[config.mk]
export PLATFORM = sky130hd
export DESIGN_NAME = pipeCpu
export DESIGN_NICKNAME = d
export VERILOG_FILES = /design/src/rtl/pipeCpuPkg.sv /design/src/rtl/pipeCpu.sv /design/src/rtl/memoryStage.sv /design/src/rtl/executeStage.sv /design/src/rtl/decodeStage.sv /design/src/rtl/fetchStage.sv /design/src/rtl/runControl.sv /design/src/rtl/hazardDetect.sv
export VERILOG_INCLUDE_DIRS = /design/src /design/src/rtl
export SDC_FILE = /design/constraint.sdc
export NUM_CORES = 2
export LEC_CHECK = 0
export BUFFER_PORTS_ARGS = -buffer_cell sky130_fd_sc_hd__buf_2
export CAP_MARGIN = 5
export CORE_UTILIZATION = 48
export CTS_BUF_LIST = sky130_fd_sc_hd__clkbuf_16
export DETAILED_ROUTE_END_ITERATION = 6
export PLACE_DENSITY = 0.66
export SLEW_MARGIN = 20
export SYNTH_ARGS = -nofsm -noshare
export SYNTH_HDL_FRONTEND = slang
export SYNTH_HIERARCHICAL = 1
export SYNTH_SLANG_ARGS = --single-unit
[constraint.sdc]
create_clock -name clk -period 6.25 [get_ports clk]
set_clock_uncertainty 0.05 [all_clocks]
set_input_delay 1.25 -clock clk [delete_from_list [all_inputs] [get_ports clk]]
set_output_delay 1.25 -clock clk [all_outputs]
set_load 0.01 [all_outputs]
[src/rtl/pipeCpu_settings.svh]
// Memory sizes and address widths of the pipelined core, included by the RTL that needs them
`ifndef PIPECPU_SETTINGS_SVH
`define PIPECPU_SETTINGS_SVH

// Instruction memory, in 16-bit words
`define IMEM_DEPTH 64
`define IMEM_AW    6

// Data memory, in 16-bit words
`define DMEM_DEPTH 64
`define DMEM_AW    6

`endif
[src/rtl/pipeCpuPkg.sv]
// Shared types, opcode encodings and FSM states for the pipelined core and its testbench
package pipeCpuPkg;

	typedef logic [15:0] word_t;
	typedef logic [2:0]  regIdx_t;
	typedef logic [4:0]  opcode_t;

	// Opcode field, instruction bits 15 to 11
	localparam opcode_t OP_HALT = 5'b00000;
	localparam opcode_t OP_NOP  = 5'b00001;
	// R-type group, low two bits pick the ALU function
	localparam opcode_t OP_ADD  = 5'b00100;
	localparam opcode_t OP_SUB  = 5'b00101;
	localparam opcode_t OP_AND  = 5'b00110;
	localparam opcode_t OP_XOR  = 5'b00111;
	localparam opcode_t OP_ADDI = 5'b01000;
	localparam opcode_t OP_BEQZ = 5'b01100;
	localparam opcode_t OP_LD   = 5'b10000;
	localparam opcode_t OP_ST   = 5'b10001;

	typedef enum logic [1:0] {
		ALU_ADD,
		ALU_SUB,
		ALU_AND,
		ALU_XOR
	} aluOp_t;

	// Program load and run sequencing
	typedef enum logic [1:0] {
		IDLE,
		ACK,
		RUN,
		HALTED
	} loadState_t;

endpackage

[src/rtl/pipeCpu.sv]
// Top level of the five-stage pipelined core, connecting run control and the pipeline stages
`include "pipeCpu_settings.svh"

module pipeCpu (
	input  logic                  clk,
	input  logic                  rstN,
	input  logic                  loadReq,
	input  logic [`IMEM_AW-1:0]   loadAddr,
	input  pipeCpuPkg::word_t     loadData,
	output logic                  loadAck,
	input  logic                  start,
	output logic                  halted,
	output logic                  err,
	output logic                  wbValid,
	output pipeCpuPkg::regIdx_t   wbReg,
	output pipeCpuPkg::word_t     wbData
);
	import pipeCpuPkg::*;

	// Run control to fetch
	logic                imemWe;
	logic [`IMEM_AW-1:0] imemAddr;
	word_t               imemData;
	logic                run;
	logic                fetchRestart;
	logic                haltSeen;

	// Fetch to decode
	logic                ifValid;
	word_t               ifInstr;
	logic [`IMEM_AW-1:0] ifPc;
	logic                stall;
	logic                flush;
	logic [`IMEM_AW-1:0] branchTarget;

	// Decode sources for hazard checks
	regIdx_t             srcA;
	regIdx_t             srcB;
	logic                useA;
	logic                useB;

	// Decode to execute
	logic                exValid;
	aluOp_t              exAluOp;
	word_t               exOperandA;
	word_t               exOperandB;
	word_t               exStoreData;
	regIdx_t             exDest;
	logic                exWrites;
	logic                exMemRead;
	logic                exMemWrite;
	logic                exHalt;

	// Execute to memory
	logic                memValid;
	word_t               memResult;
	word_t               memStoreData;
	regIdx_t             memDest;
	logic                memWrites;
	logic                memRead;
	logic                memWrite;
	logic                memHalt;

	runControl runControl_i (.*);

	fetchStage fetchStage_i (.*);

	decodeStage decodeStage_i (.*);

	hazardDetect hazardDetect_i (.*);

	executeStage executeStage_i (.*);

	memoryStage memoryStage_i (.*);

endmodule

[src/rtl/memoryStage.sv]
// Memory stage with data memory, writeback select and the register that drives writeback
`include "pipeCpu_settings.svh"

module memoryStage (
	input  logic                clk,
	input  logic                rstN,
	input  logic                memValid,
	input  pipeCpuPkg::word_t   memResult,
	input  pipeCpuPkg::word_t   memStoreData,
	input  pipeCpuPkg::regIdx_t memDest,
	input  logic                memWrites,
	input  logic                memRead,
	input  logic                memWrite,
	input  logic                memHalt,
	output logic                wbValid,
	output pipeCpuPkg::regIdx_t wbReg,
	output pipeCpuPkg::word_t   wbData,
	output logic                haltSeen
);
	import pipeCpuPkg::*;

	word_t               dmem [`DMEM_DEPTH];
	logic [`DMEM_AW-1:0] addr;
	word_t               loadWord;

	// Low bits of the ALU sum address the data memory
	assign addr = memResult[`DMEM_AW-1:0];
	assign loadWord = dmem[addr];

	always_ff @(posedge clk) begin
		if (memValid && memWrite) begin
			dmem[addr] <= memStoreData;
		end
	end

	always_ff @(posedge clk or negedge rstN) begin
		if (!rstN) begin
			wbValid <= 1'b0;
			haltSeen <= 1'b0;
		end else begin
			wbValid <= memValid && memWrites;
			haltSeen <= memValid && memHalt;
		end
	end

	always_ff @(posedge clk) begin
		wbReg <= memDest;
		wbData <= memRead ? loadWord : memResult;
	end

	// Decode never issues an instruction that both loads and stores
	assert property (@(posedge clk) disable iff (!rstN)
		memValid |-> !(memRead && memWrite));

endmodule

[src/rtl/executeStage.sv]
// Execute stage, ALU for results and data addresses plus the execute-to-memory register
module executeStage (
	input  logic                clk,
	input  logic                rstN,
	input  logic                exValid,
	input  pipeCpuPkg::aluOp_t  exAluOp,
	input  pipeCpuPkg::word_t   exOperandA,
	input  pipeCpuPkg::word_t   exOperandB,
	input  pipeCpuPkg::word_t   exStoreData,
	input  pipeCpuPkg::regIdx_t exDest,
	input  logic                exWrites,
	input  logic                exMemRead,
	input  logic                exMemWrite,
	input  logic                exHalt,
	output logic                memValid,
	output pipeCpuPkg::word_t   memResult,
	output pipeCpuPkg::word_t   memStoreData,
	output pipeCpuPkg::regIdx_t memDest,
	output logic                memWrites,
	output logic                memRead,
	output logic                memWrite,
	output logic                memHalt
);
	import pipeCpuPkg::*;

	word_t aluOut;

	always_comb begin
		unique case (exAluOp)
			ALU_ADD: aluOut = exOperandA + exOperandB;
			ALU_SUB: aluOut = exOperandA - exOperandB;
			ALU_AND: aluOut = exOperandA & exOperandB;
			ALU_XOR: aluOut = exOperandA ^ exOperandB;
		endcase
	end

	always_ff @(posedge clk or negedge rstN) begin
		if (!rstN) begin
			memValid <= 1'b0;
		end else begin
			memValid <= exValid;
		end
	end

	always_ff @(posedge clk) begin
		memResult <= aluOut;
		memStoreData <= exStoreData;
		memDest <= exDest;
		memWrites <= exWrites;
		memRead <= exMemRead;
		memWrite <= exMemWrite;
		memHalt <= exHalt;
	end

endmodule

[src/rtl/decodeStage.sv]
// Decode stage with register file, branch resolution and the decode-to-execute register
`include "pipeCpu_settings.svh"

module decodeStage (
	input  logic                clk,
	input  logic                rstN,
	input  logic                fetchRestart,
	input  logic                ifValid,
	input  pipeCpuPkg::word_t   ifInstr,
	input  logic [`IMEM_AW-1:0] ifPc,
	input  logic                stall,
	input  logic                wbValid,
	input  pipeCpuPkg::regIdx_t wbReg,
	input  pipeCpuPkg::word_t   wbData,
	output logic                flush,
	output logic [`IMEM_AW-1:0] branchTarget,
	output pipeCpuPkg::regIdx_t srcA,
	output pipeCpuPkg::regIdx_t srcB,
	output logic                useA,
	output logic                useB,
	output logic                exValid,
	output pipeCpuPkg::aluOp_t  exAluOp,
	output pipeCpuPkg::word_t   exOperandA,
	output pipeCpuPkg::word_t   exOperandB,
	output pipeCpuPkg::word_t   exStoreData,
	output pipeCpuPkg::regIdx_t exDest,
	output logic                exWrites,
	output logic                exMemRead,
	output logic                exMemWrite,
	output logic                exHalt,
	output logic                err
);
	import pipeCpuPkg::*;

	word_t   regFile [8];
	opcode_t op;
	regIdx_t dest;
	word_t   immExt;
	word_t   readA;
	word_t   readB;
	logic    decValid;
	logic    halting;
	logic    rType;
	logic    needA;
	logic    needB;
	logic    writes;
	logic    memRd;
	logic    memWr;
	logic    isBranch;
	logic    isHalt;
	logic    illegal;

	assign op = ifInstr[15:11];
	assign srcA = ifInstr[10:8];
	assign srcB = ifInstr[7:5];
	assign immExt = {{11{ifInstr[4]}}, ifInstr[4:0]};

	// Everything fetched behind a HALT is dropped here
	assign decValid = ifValid && !halting;

	// Same-cycle writeback bypass
	assign readA = (wbValid && wbReg == srcA) ? wbData : regFile[srcA];
	assign readB = (wbValid && wbReg == srcB) ? wbData : regFile[srcB];

	always_comb begin
		rType = 1'b0;
		needA = 1'b1;
		needB = 1'b0;
		writes = 1'b0;
		dest = ifInstr[4:2];
		memRd = 1'b0;
		memWr = 1'b0;
		isBranch = 1'b0;
		isHalt = 1'b0;
		illegal = 1'b0;
		case (op)
			OP_ADD, OP_SUB, OP_AND, OP_XOR: begin
				rType = 1'b1;
				needB = 1'b1;
				writes = 1'b1;
			end
			OP_ADDI, OP_LD: begin
				writes = 1'b1;
				dest = srcB;
				memRd = (op == OP_LD);
			end
			OP_ST: begin
				needB = 1'b1;
				memWr = 1'b1;
			end
			OP_BEQZ: isBranch = 1'b1;
			OP_HALT: begin
				needA = 1'b0;
				isHalt = 1'b1;
			end
			OP_NOP: needA = 1'b0;
			default: begin
				needA = 1'b0;
				illegal = 1'b1;
			end
		endcase
	end

	assign useA = decValid && needA;
	assign useB = decValid && needB;

	// Branch resolves here and wraps within instruction memory
	assign flush = decValid && isBranch && (readA == '0) && !stall;
	assign branchTarget = ifPc + `IMEM_AW'(1) + ifInstr[`IMEM_AW-1:0];

	always_ff @(posedge clk or negedge rstN) begin
		if (!rstN) begin
			for (int i = 0; i < 8; i++) begin
				regFile[i] <= '0;
			end
		end else if (wbValid) begin
			regFile[wbReg] <= wbData;
		end
	end

	always_ff @(posedge clk or negedge rstN) begin
		if (!rstN) begin
			exValid <= 1'b0;
			halting <= 1'b0;
			err <= 1'b0;
		end else if (fetchRestart) begin
			exValid <= 1'b0;
			halting <= 1'b0;
			err <= 1'b0;
		end else begin
			// Stall sends a bubble downstream
			exValid <= decValid && !stall;
			if (decValid && isHalt) begin
				halting <= 1'b1;
			end
			if (decValid && illegal) begin
				err <= 1'b1;
			end
		end
	end

	always_ff @(posedge clk) begin
		exAluOp <= rType ? aluOp_t'(op[1:0]) : ALU_ADD;
		exOperandA <= readA;
		exOperandB <= rType ? readB : immExt;
		exStoreData <= readB;
		exDest <= dest;
		exWrites <= writes;
		exMemRead <= memRd;
		exMemWrite <= memWr;
		exHalt <= isHalt;
	end

	// A taken branch leaves a bubble behind it in fetch
	assert property (@(posedge clk) disable iff (!rstN)
		flush |=> !ifValid);

	// A held instruction is presented again on the next clock
	assert property (@(posedge clk) disable iff (!rstN)
		stall |=> (ifValid && $stable(ifInstr)));

endmodule

[src/rtl/fetchStage.sv]
// Fetch stage with program counter, instruction memory and the fetch-to-decode register
`include "pipeCpu_settings.svh"

module fetchStage (
	input  logic                clk,
	input  logic                rstN,
	input  logic                run,
	input  logic                fetchRestart,
	input  logic                imemWe,
	input  logic [`IMEM_AW-1:0] imemAddr,
	input  pipeCpuPkg::word_t   imemData,
	input  logic                stall,
	input  logic                flush,
	input  logic [`IMEM_AW-1:0] branchTarget,
	output logic                ifValid,
	output pipeCpuPkg::word_t   ifInstr,
	output logic [`IMEM_AW-1:0] ifPc
);
	import pipeCpuPkg::*;

	word_t               imem [`IMEM_DEPTH];
	logic [`IMEM_AW-1:0] pc;

	// Written only by the loader
	always_ff @(posedge clk) begin
		if (imemWe) begin
			imem[imemAddr] <= imemData;
		end
	end

	always_ff @(posedge clk or negedge rstN) begin
		if (!rstN) begin
			pc <= '0;
			ifValid <= 1'b0;
		end else if (fetchRestart) begin
			pc <= '0;
			ifValid <= 1'b0;
		end else if (flush) begin
			// Taken branch, drop the wrong-path fetch
			pc <= branchTarget;
			ifValid <= 1'b0;
		end else if (!stall) begin
			ifValid <= run;
			if (run) begin
				pc <= pc + `IMEM_AW'(1);
			end
		end
	end

	always_ff @(posedge clk) begin
		if (!stall) begin
			ifInstr <= imem[pc];
			ifPc <= pc;
		end
	end

endmodule

[src/rtl/runControl.sv]
// Program loader and run sequencer that answers the four-phase load and starts and stops fetch
`include "pipeCpu_settings.svh"

module runControl (
	input  logic                clk,
	input  logic                rstN,
	input  logic                loadReq,
	input  logic [`IMEM_AW-1:0] loadAddr,
	input  pipeCpuPkg::word_t   loadData,
	input  logic                start,
	input  logic                haltSeen,
	output logic                loadAck,
	output logic                imemWe,
	output logic [`IMEM_AW-1:0] imemAddr,
	output pipeCpuPkg::word_t   imemData,
	output logic                run,
	output logic                fetchRestart,
	output logic                halted
);
	import pipeCpuPkg::*;

	loadState_t state;
	loadState_t nextState;
	logic       stopped;

	// Loads and starts are only taken while the core is stopped
	assign stopped = (state == IDLE) || (state == HALTED);
	assign run = (state == RUN);
	assign loadAck = (state == ACK);
	assign fetchRestart = stopped && start;
	assign imemWe = stopped && loadReq && !start;
	assign imemAddr = loadAddr;
	assign imemData = loadData;

	always_comb begin
		nextState = state;
		case (state)
			IDLE, HALTED: begin
				if (start) begin
					nextState = RUN;
				end else if (loadReq) begin
					nextState = ACK;
				end
			end
			ACK: begin
				// Back to whichever stopped state the load came from
				if (!loadReq) begin
					nextState = halted ? HALTED : IDLE;
				end
			end
			RUN: begin
				if (haltSeen) begin
					nextState = HALTED;
				end
			end
			default: nextState = IDLE;
		endcase
	end

	always_ff @(posedge clk or negedge rstN) begin
		if (!rstN) begin
			state <= IDLE;
			halted <= 1'b0;
		end else begin
			state <= nextState;
			if (fetchRestart) begin
				halted <= 1'b0;
			end else if (run && haltSeen) begin
				halted <= 1'b1;
			end
		end
	end

	// Acknowledge only answers a request seen on the previous clock
	assert property (@(posedge clk) disable iff (!rstN)
		$rose(loadAck) |-> $past(loadReq));

	// Each instruction write is acknowledged on the next clock
	assert property (@(posedge clk) disable iff (!rstN)
		imemWe |=> loadAck);

endmodule

[src/rtl/hazardDetect.sv]
// Register dependence check between decode and the execute and memory stages, raises stall
module hazardDetect (
	input  pipeCpuPkg::regIdx_t srcA,
	input  pipeCpuPkg::regIdx_t srcB,
	input  logic                useA,
	input  logic                useB,
	input  logic                exValid,
	input  pipeCpuPkg::regIdx_t exDest,
	input  logic                exWrites,
	input  logic                memValid,
	input  pipeCpuPkg::regIdx_t memDest,
	input  logic                memWrites,
	output logic                stall
);

	logic exPending;
	logic memPending;
	logic hitA;
	logic hitB;

	// Writes still ahead of writeback, the writeback itself is bypassed
	assign exPending = exValid && exWrites;
	assign memPending = memValid && memWrites;

	assign hitA = useA && ((exPending && exDest == srcA) || (memPending && memDest == srcA));
	assign hitB = useB && ((exPending && exDest == srcB) || (memPending && memDest == srcB));

	assign stall = hitA || hitB;

endmodule

After elaboration in Yosys (flattened, before gate mapping)
Memories as Yosys holds them, arrays and structs flattened. A register that Yosys moved wholly into a read port is not among the register bits.
Cells that the tools add are included.
{"block": "word_totals", "regBits": 265, "ram_bits": 2048, "out_inout_bits": 23, "mem_count": 2}
{"name": "fetchStage_i.imem", "depth": 64, "width": 16, "rd": 1, "rd_ports_with_merged_regs": 1, "wr": 1, "line_no": "fetchStage.sv:21", "rtl": "word_t imem [`IMEM_DEPTH];"}
{"name": "memoryStage_i.dmem", "depth": 64, "width": 16, "rd": 1, "rd_ports_with_merged_regs": 1, "wr": 1, "line_no": "memoryStage.sv:22", "rtl": "word_t dmem [`DMEM_DEPTH];"}
{"block": "classes", "add_sub_neg": 5, "n_lt_le_gt_ge": 4, "n_eq_ne": 25, "n_mux": 47, "bitwise_logic": 5, "n_reduce_logical": 51}
{"op": "16-bit 2-to-1 mux", "n": 9}
{"op": "128-bit bitwise mux", "n": 1}
{"op": "16-bit binary-select mux with 3-bit select", "n": 2}
{"op": "16-bit one-hot mux with 4 select lines", "n": 1}
{"op": "16-bit demux with 3-bit select", "n": 1}
{"op": "1-bit logical AND", "n": 26}
{"op": "6-bit 2-to-1 mux", "n": 4}
{"op": "1-bit 2-to-1 mux", "n": 22}
{"op": "5-bit by 3-bit == test with 1-bit output (second input constant)", "n": 4}
{"op": "3-bit == test", "n": 6}
{"op": "16-bit adder", "n": 1}
{"op": "16-bit bitwise AND", "n": 1}
{"op": "16-bit zero test", "n": 1}
{"op": "16-bit subtractor", "n": 1}
{"op": "16-bit bitwise XOR", "n": 1}
{"op": "6-bit by 1-bit adder with 6-bit output (second input constant)", "n": 2}
{"op": "4-bit greater-or-equal comparator (second input constant)", "n": 3}
{"op": "3-bit inverter with 4-bit output", "n": 3}
{"op": "5-bit by 4-bit == test with 1-bit output (second input constant)", "n": 2}
{"op": "5-bit == test (second input constant)", "n": 2}
{"op": "2-bit 2-to-1 mux", "n": 5}
{"op": "10-bit OR reduction", "n": 1}
{"op": "2-bit == test (second input constant)", "n": 4}
{"op": "8-bit OR reduction", "n": 1}
{"op": "22 further kinds", "n": 33}

Logic depth before layout (Yosys ltp)
{"block": "logic_depth", "depth_word": 10, "mapped_depth": 13}

Cells and area by module
Netlist, hierarchy kept.
{"module": "fetchStage", "instances": 1, "cells_per_inst": 1935, "area_each_um2": 40659.0, "seq_area_each_um2": 31585.3}
{"module": "memoryStage", "instances": 1, "cells_per_inst": 2173, "area_each_um2": 40334.9, "seq_area_each_um2": 31179.9}
{"module": "decodeStage", "instances": 1, "cells_per_inst": 640, "area_each_um2": 8986.1, "seq_area_each_um2": 4419.2}
{"module": "executeStage", "instances": 1, "cells_per_inst": 255, "area_each_um2": 2483.6, "seq_area_each_um2": 805.8}
{"module": "runControl", "instances": 1, "cells_per_inst": 45, "area_each_um2": 387.9, "seq_area_each_um2": 75.1}
{"module": "hazardDetect", "instances": 1, "cells_per_inst": 21, "area_each_um2": 151.4, "seq_area_each_um2": 0.0}

Worst setup path before layout
OpenSTA, ideal clock, no wires.
{"block": "synth_timing", "path_kind": "input to register", "startpoint": "input port start", "endpoint": "memory fetchStage_i/imem[48][0] in the netlist's numbering, enable pin", "setup_ns": 0.409, "t_arrival_ns": 3.245, "required_time_ns": 5.791, "path_slack_ns": 2.546, "path_stages": 5, "n_path_buf": 0, "cell_sequence": "nand2b_1 > nor2_1 > nand3_1 > or3_1 > nor3_1"}
{"block": "synth_via", "elab_chain_cells": 4}
{"item": "from (decl)", "line_no": "pipeCpu.sv:11", "rtl": "input logic start,"}
{"item": "1-bit zero test", "line_no": "runControl.sv:31", "rtl": "assign imemWe = stopped && loadReq && !start;"}
{"item": "1-bit logical AND", "line_no": "runControl.sv:31"}
{"item": "net imemWe", "line_no": "pipeCpu.sv:21", "rtl": "logic imemWe;"}
{"item": "1-bit 2-to-1 mux", "line_no": "fetchStage.sv:26", "rtl": "if (imemWe) begin"}
{"item": "1-bit 2-to-1 mux (not written as such)", "line_no": "fetchStage.sv:27", "rtl": "imem[imemAddr] <= imemData;"}
{"item": "to (decl)", "line_no": "fetchStage.sv:21"}
The timed path passes the listed nets, and every way through them passes these cells.

Worst setup path in the final report
{"block": "layout_timing", "startpoint": "register fetchStage_i.ifInstr[9] (read register of fetchStage_i.imem)", "endpoint": "register fetchStage_i.pc[3]"}
{"block": "layout_via", "elab_chain_cells": 10, "word_cells_on_any_way": 23, "classes_between": "4 x eq/ne; 6 x mux; 1 x bitwise; 12 x reduce/logical"}
{"item": "from (decl)", "line_no": "fetchStage.sv:16", "rtl": "output pipeCpuPkg::word_t ifInstr,"}
{"item": "3-bit inverter with 4-bit output (not written as such)", "line_no": "decodeStage.sv:62", "rtl": "assign readA = (wbValid && wbReg == srcA) ? wbData : regFile[srcA];"}
{"item": "16-bit binary-select mux with 3-bit select", "line_no": "decodeStage.sv:62"}
{"item": "16-bit 2-to-1 mux (not written as such) (2 in a row)", "line_no": "decodeStage.sv:62"}
{"item": "16-bit 2-to-1 mux", "line_no": "decodeStage.sv:62"}
{"item": "16-bit zero test", "line_no": "decodeStage.sv:108", "rtl": "assign flush = decValid && isBranch && (readA == '0) && !stall;"}
{"item": "1-bit logical AND", "line_no": "decodeStage.sv:108"}
{"item": "1-bit logical AND *", "line_no": "decodeStage.sv:108"}
{"item": "net flush", "line_no": "pipeCpu.sv:33", "rtl": "logic flush;"}
{"item": "3-bit by 2-bit != test with 1-bit output (no line), or another cell as far along"}
{"item": "2-bit AND reduction (no line) / 6-bit 2-to-1 mux (equally long branches)"}
{"item": "to (signal assigned)", "line_no": "fetchStage.sv:40", "rtl": "pc <= branchTarget;"}
{"item": "to (signal assigned)", "line_no": "fetchStage.sv:45", "rtl": "pc <= pc + `IMEM_AW'(1);"}
{"item": "to (decl)", "line_no": "fetchStage.sv:22", "rtl": "logic [`IMEM_AW-1:0] pc;"}
Mark *: on every way through the listed nets, which the timed path passes. The rest lies on a longest branch. The select of a mux whose other input is x is not followed.
A chain may end at the register's enable or synchronous reset.

==> out/qor.csv <==
stage,metric,value,unit
routing,routed_via_density,6.29,
floorplanning,die_area,196000,um2
finish,nets,5317,
timing,setup_viol,0,
floorplanning,rows,161,
synthesis,synthDistinctLibCells,93,
hold_path,holdCritStartpoint,decodeStage_i/exStoreData[12]$_DFF_P_,
routing,routed_wl,241000,um
clocking,clk_pin_slew,70,ps
floorplanning,fp.dieH,442,um
clocking,clock-root-buffer,clkbuf_16,
timing,max_freq,0.233,GHz
clocking,cts.sinks,2329,
hold_path,hold_path_end,executeStage_i/memStoreData[12]$_DFF_P_,
timing,fin_crit,4290,ps
clocking,clk_latency,860,ps
synthesis,synth-seq-cells,2329,
clocking,cts_buffers,220,
power,vdd_drop_max,0.298,mV
synthesis,ys_warn_count,6,
timing,grt_setup_unrepaired,no,
clocking,cts_tree,yes,
flow_run,max_cap_violations,0,
timing,finalHoldViolCount,0,
finish,n_fill_cell,14800,
routing,vias,50100,
finish,antenna_cells,0,
routing,drt_first_pass_iters,6,
outcome,outcome,finished clean,
floorplanning,core_area,193000,um2
grt,top_usage_layer,met2,
hold_path,hp-class,reg -> reg,
floorplanning,die_w,442,um
clocking,post_cts_buffers,0,
floorplanning,initial_core_util,48.3,%
setup_path,reg2reg_depth,9,
power,total_power,0.0451,W
grt,grtUsageMet1,33.8,%
setup_path,reg2reg_to,fetchStage_i/pc[3]$_DFFE_PN0P_,
finish,area_delta_synth_final,11.7,%
timing,drv_slew,0,
synthesis,avgSynthCellArea,18.3,um2
setup_path,required,6930,ps
clocking,h-tree-depth,4,
finish,drive_gt1_share,22.4,%
routing,ant_nets,0,
power,powerDensity,434,nW/um2
grt,grt_pass1_vias,48900,
grt,grt_start_max_net_pins,100,
grt,grt_overflow_total,0,
setup_path,arrival,4970,ps
routing,post_drt_wl_per_cell,30.2,um
timing,finalSetupTns,0,ps
synthesis,synth-edff-count,2070,
placed_design,io_buffers,48,
grt,grt_use_total,24.3,%
setup_path,critPathKind,reg -> reg,
grt,antenna_found_initial,6,
timing,worstMarginPinSlew,1140,ps
synthesis,synth_nets,5139,
clocking,clock_path_buffers,3,
setup_path,reg2reg_from,fetchStage_i/ifInstr[9]$_DFFE_PN_,
synthesis,yosysSeqAreaShare,73.2,%
synthesis,async_flop_share,6.18,%
timing,timing.final.crit_share,68.7,%
synthesis,synthesis.area,93000,um2
power,leakage,34.6,nW
synthesis,synth_top_flop_cell,edfxtp_1,
grt,grt_pass1_wl,347000,um
synthesis,synthCells,5069,
setup_path,endpoint_kind,register,
clocking,postCtsHoldBufs,0,
grt,grtUsageMet2,38.1,%
timing,slew_headroom,23.6,%
setup_path,cp_max_fo,19,
clocking,ctsResizeCount,0,
routing,drt_iter0_drc,6114,
placed_design,hpwl,143000,um
floorplanning,boundaryPins,49,
grt,use_met3,4.33,%
setup_path,critPathLaunchType,register,
routing,drc_errors,0,
hold_path,whs_path_depth,0,
setup_path,reg2reg_slack,1960,ps
placed_design,place_congestion,0.899,
[cell usage after synthesis (all sizes together) (20+ instances only)]
| library cell | count | share of area (%) |
|---|---|---|
| buf | 223 | 1.7 |
| a2111oi | 31 | 0.33 |
| o221ai | 42 | 0.40 |
| nand2 | 89 | 0.36 |
| a211oi | 31 | 0.26 |
| o21ai | 113 | 0.61 |
| nand3 | 36 | 0.19 |
| a22o | 26 | 0.24 |
| edfxtp | 2070 | 67 |
| inv | 28 | 0.11 |
| dfxtp | 115 | 2.5 |
| mux2i | 377 | 4.1 |
| nor2 | 281 | 1.1 |
| a221oi | 131 | 1.2 |
| clkbuf | 132 | 0.56 |
| ha | 42 | 0.57 |
| o22ai | 73 | 0.49 |
| a22oi | 93 | 0.75 |
| mux4 | 308 | 7.5 |
| dfrtp | 144 | 3.9 |
| xor2 | 29 | 0.27 |
| nand2b | 20 | 0.13 |
| mux2 | 233 | 2.8 |
| a21oi | 136 | 0.73 |
[layer usage]
metal	up-vias	wire [um]
met2	2543	113000
li1	21000	-
met3	478	21700
met5	-	55
met1	26000	95700
met4	8	10100
[placed cells by master, fill, tap and decap left out, types with 15 or more instances in the layout]
cell type,count
bufinv_16,31
buf_4,255
a221oi_1,129
buf_2,45
dfxtp_2,16
o211ai_1,16
a2111oi_1,17
o21ai_1,31
xor2_1,29
clkinv_2,34
o221ai_1,42
o22ai_1,73
and2_1,15
dfxtp_1,96
inv_1,73
a21oi_1,136
nand2_1,89
xnor2_1,19
nand2b_1,20
clkbuf_16,222
o21ai_0,81
mux2_2,219
nor2_1,274
nand3_1,36
clkinv_1,44
a211oi_1,30
edfxtp_1,2070
mux2i_1,377
mux4_1,15
a22oi_1,93
mux4_2,293
ha_1,42
a22o_1,26
dfrtp_1,140
[critical path, stage by stage, from the launching register on]
cell and delay [ps]:
edfxtp_1 1010, xnor2_1 200, nand4_1 600, or2_2 540, a2111o_1 370, nor4_1 450
and3_1 470, inv_1 200, mux2i_1 200, nor2_1 60
[metrics by stage]
| stage | cells | area, um2 | setup slack [ps] | utilization [%] | hold slack [ps] |
|---|---|---|---|---|---|
| floorplan | 5069 | 93000 | 2550 | - | 260 |
| global placement | 7549 | 96500 | 1990 | 50.1 | 261 |
| detailed placement | 7551 | 96500 | 1900 | 50.1 | 262 |
| CTS | 7960 | 104000 | 2000 | 53.9 | 253 |
| global route | 7960 | 104000 | 1770 | 53.9 | 270 |
| finish | 7960 | 104000 | 1960 | 53.9 | 262 |
[final cells by class]
cell class,instances,area (um2),share of cell area [%]
Sequential cell,2329,68100,65.6
Inverter,28,105,0.101
Multi-Input combinational cell,2357,22800,21.9
Clock buffer,222,5560,5.35
Timing Repair Buffer,311,2330,2.24
Tap cell,2526,3160,3.04
Clock inverter,187,1820,1.75
[registers in the layout, indices dropped and copies added, names as in the netlist, 6 cells and up]
signal / cells
decodeStage_i/exOperandB: 16
memoryStage_i/wbData: 16
fetchStage_i/ifInstr: 16
executeStage_i/memResult: 16
decodeStage_i/exOperandA: 16
fetchStage_i/pc: 6
decodeStage_i/exStoreData: 16
fetchStage_i/imem: 1024
decodeStage_i/regFile: 128
executeStage_i/memStoreData: 16
fetchStage_i/ifPc: 6
memoryStage_i/dmem: 1024
[worst max path at each step]
stage | from | end | slack, ps
2_1_floorplan | start | fetchStage_i/imem[48][0]$_DFFE_PP_ | 2550
3_3_place_gp | start | fetchStage_i/imem[63][15]$_DFFE_PP_ | 1990
3_5_place_dp | start | fetchStage_i/imem[8][15]$_DFFE_PP_ | 1900
4_1_cts | fetchStage_i/ifInstr[9]$_DFFE_PN_ | fetchStage_i/pc[3]$_DFFE_PN0P_ | 2000
5_1_grt | fetchStage_i/ifInstr[9]$_DFFE_PN_ | fetchStage_i/pc[3]$_DFFE_PN0P_ | 1770
6_report | fetchStage_i/ifInstr[9]$_DFFE_PN_ | fetchStage_i/pc[3]$_DFFE_PN0P_ | 1960
[cells by family after synthesis]
kind of cell	count (synthesis)	share of synthesized area [%]
buffers and inverters	383	2.42
AOI/OAI and AO/OA	803	6.23
adders and majority gates	44	0.608
DFF	2329	73.2
and+or+nand+nor	544	2.68
muxes	918	14.4
xor gates and xnor gates	48	0.452
[where the power goes]
part / switching (W) / leakage (nW) / total (W) / internal (W)
logic: 0.00760 / 9.28 / 0.0124 / 0.00483
clock network: 0.00582 / 3.75 / 0.0136 / 0.00774
registers: 0.00118 / 21.6 / 0.0191 / 0.0179
Power figures use the tool's default switching activity.
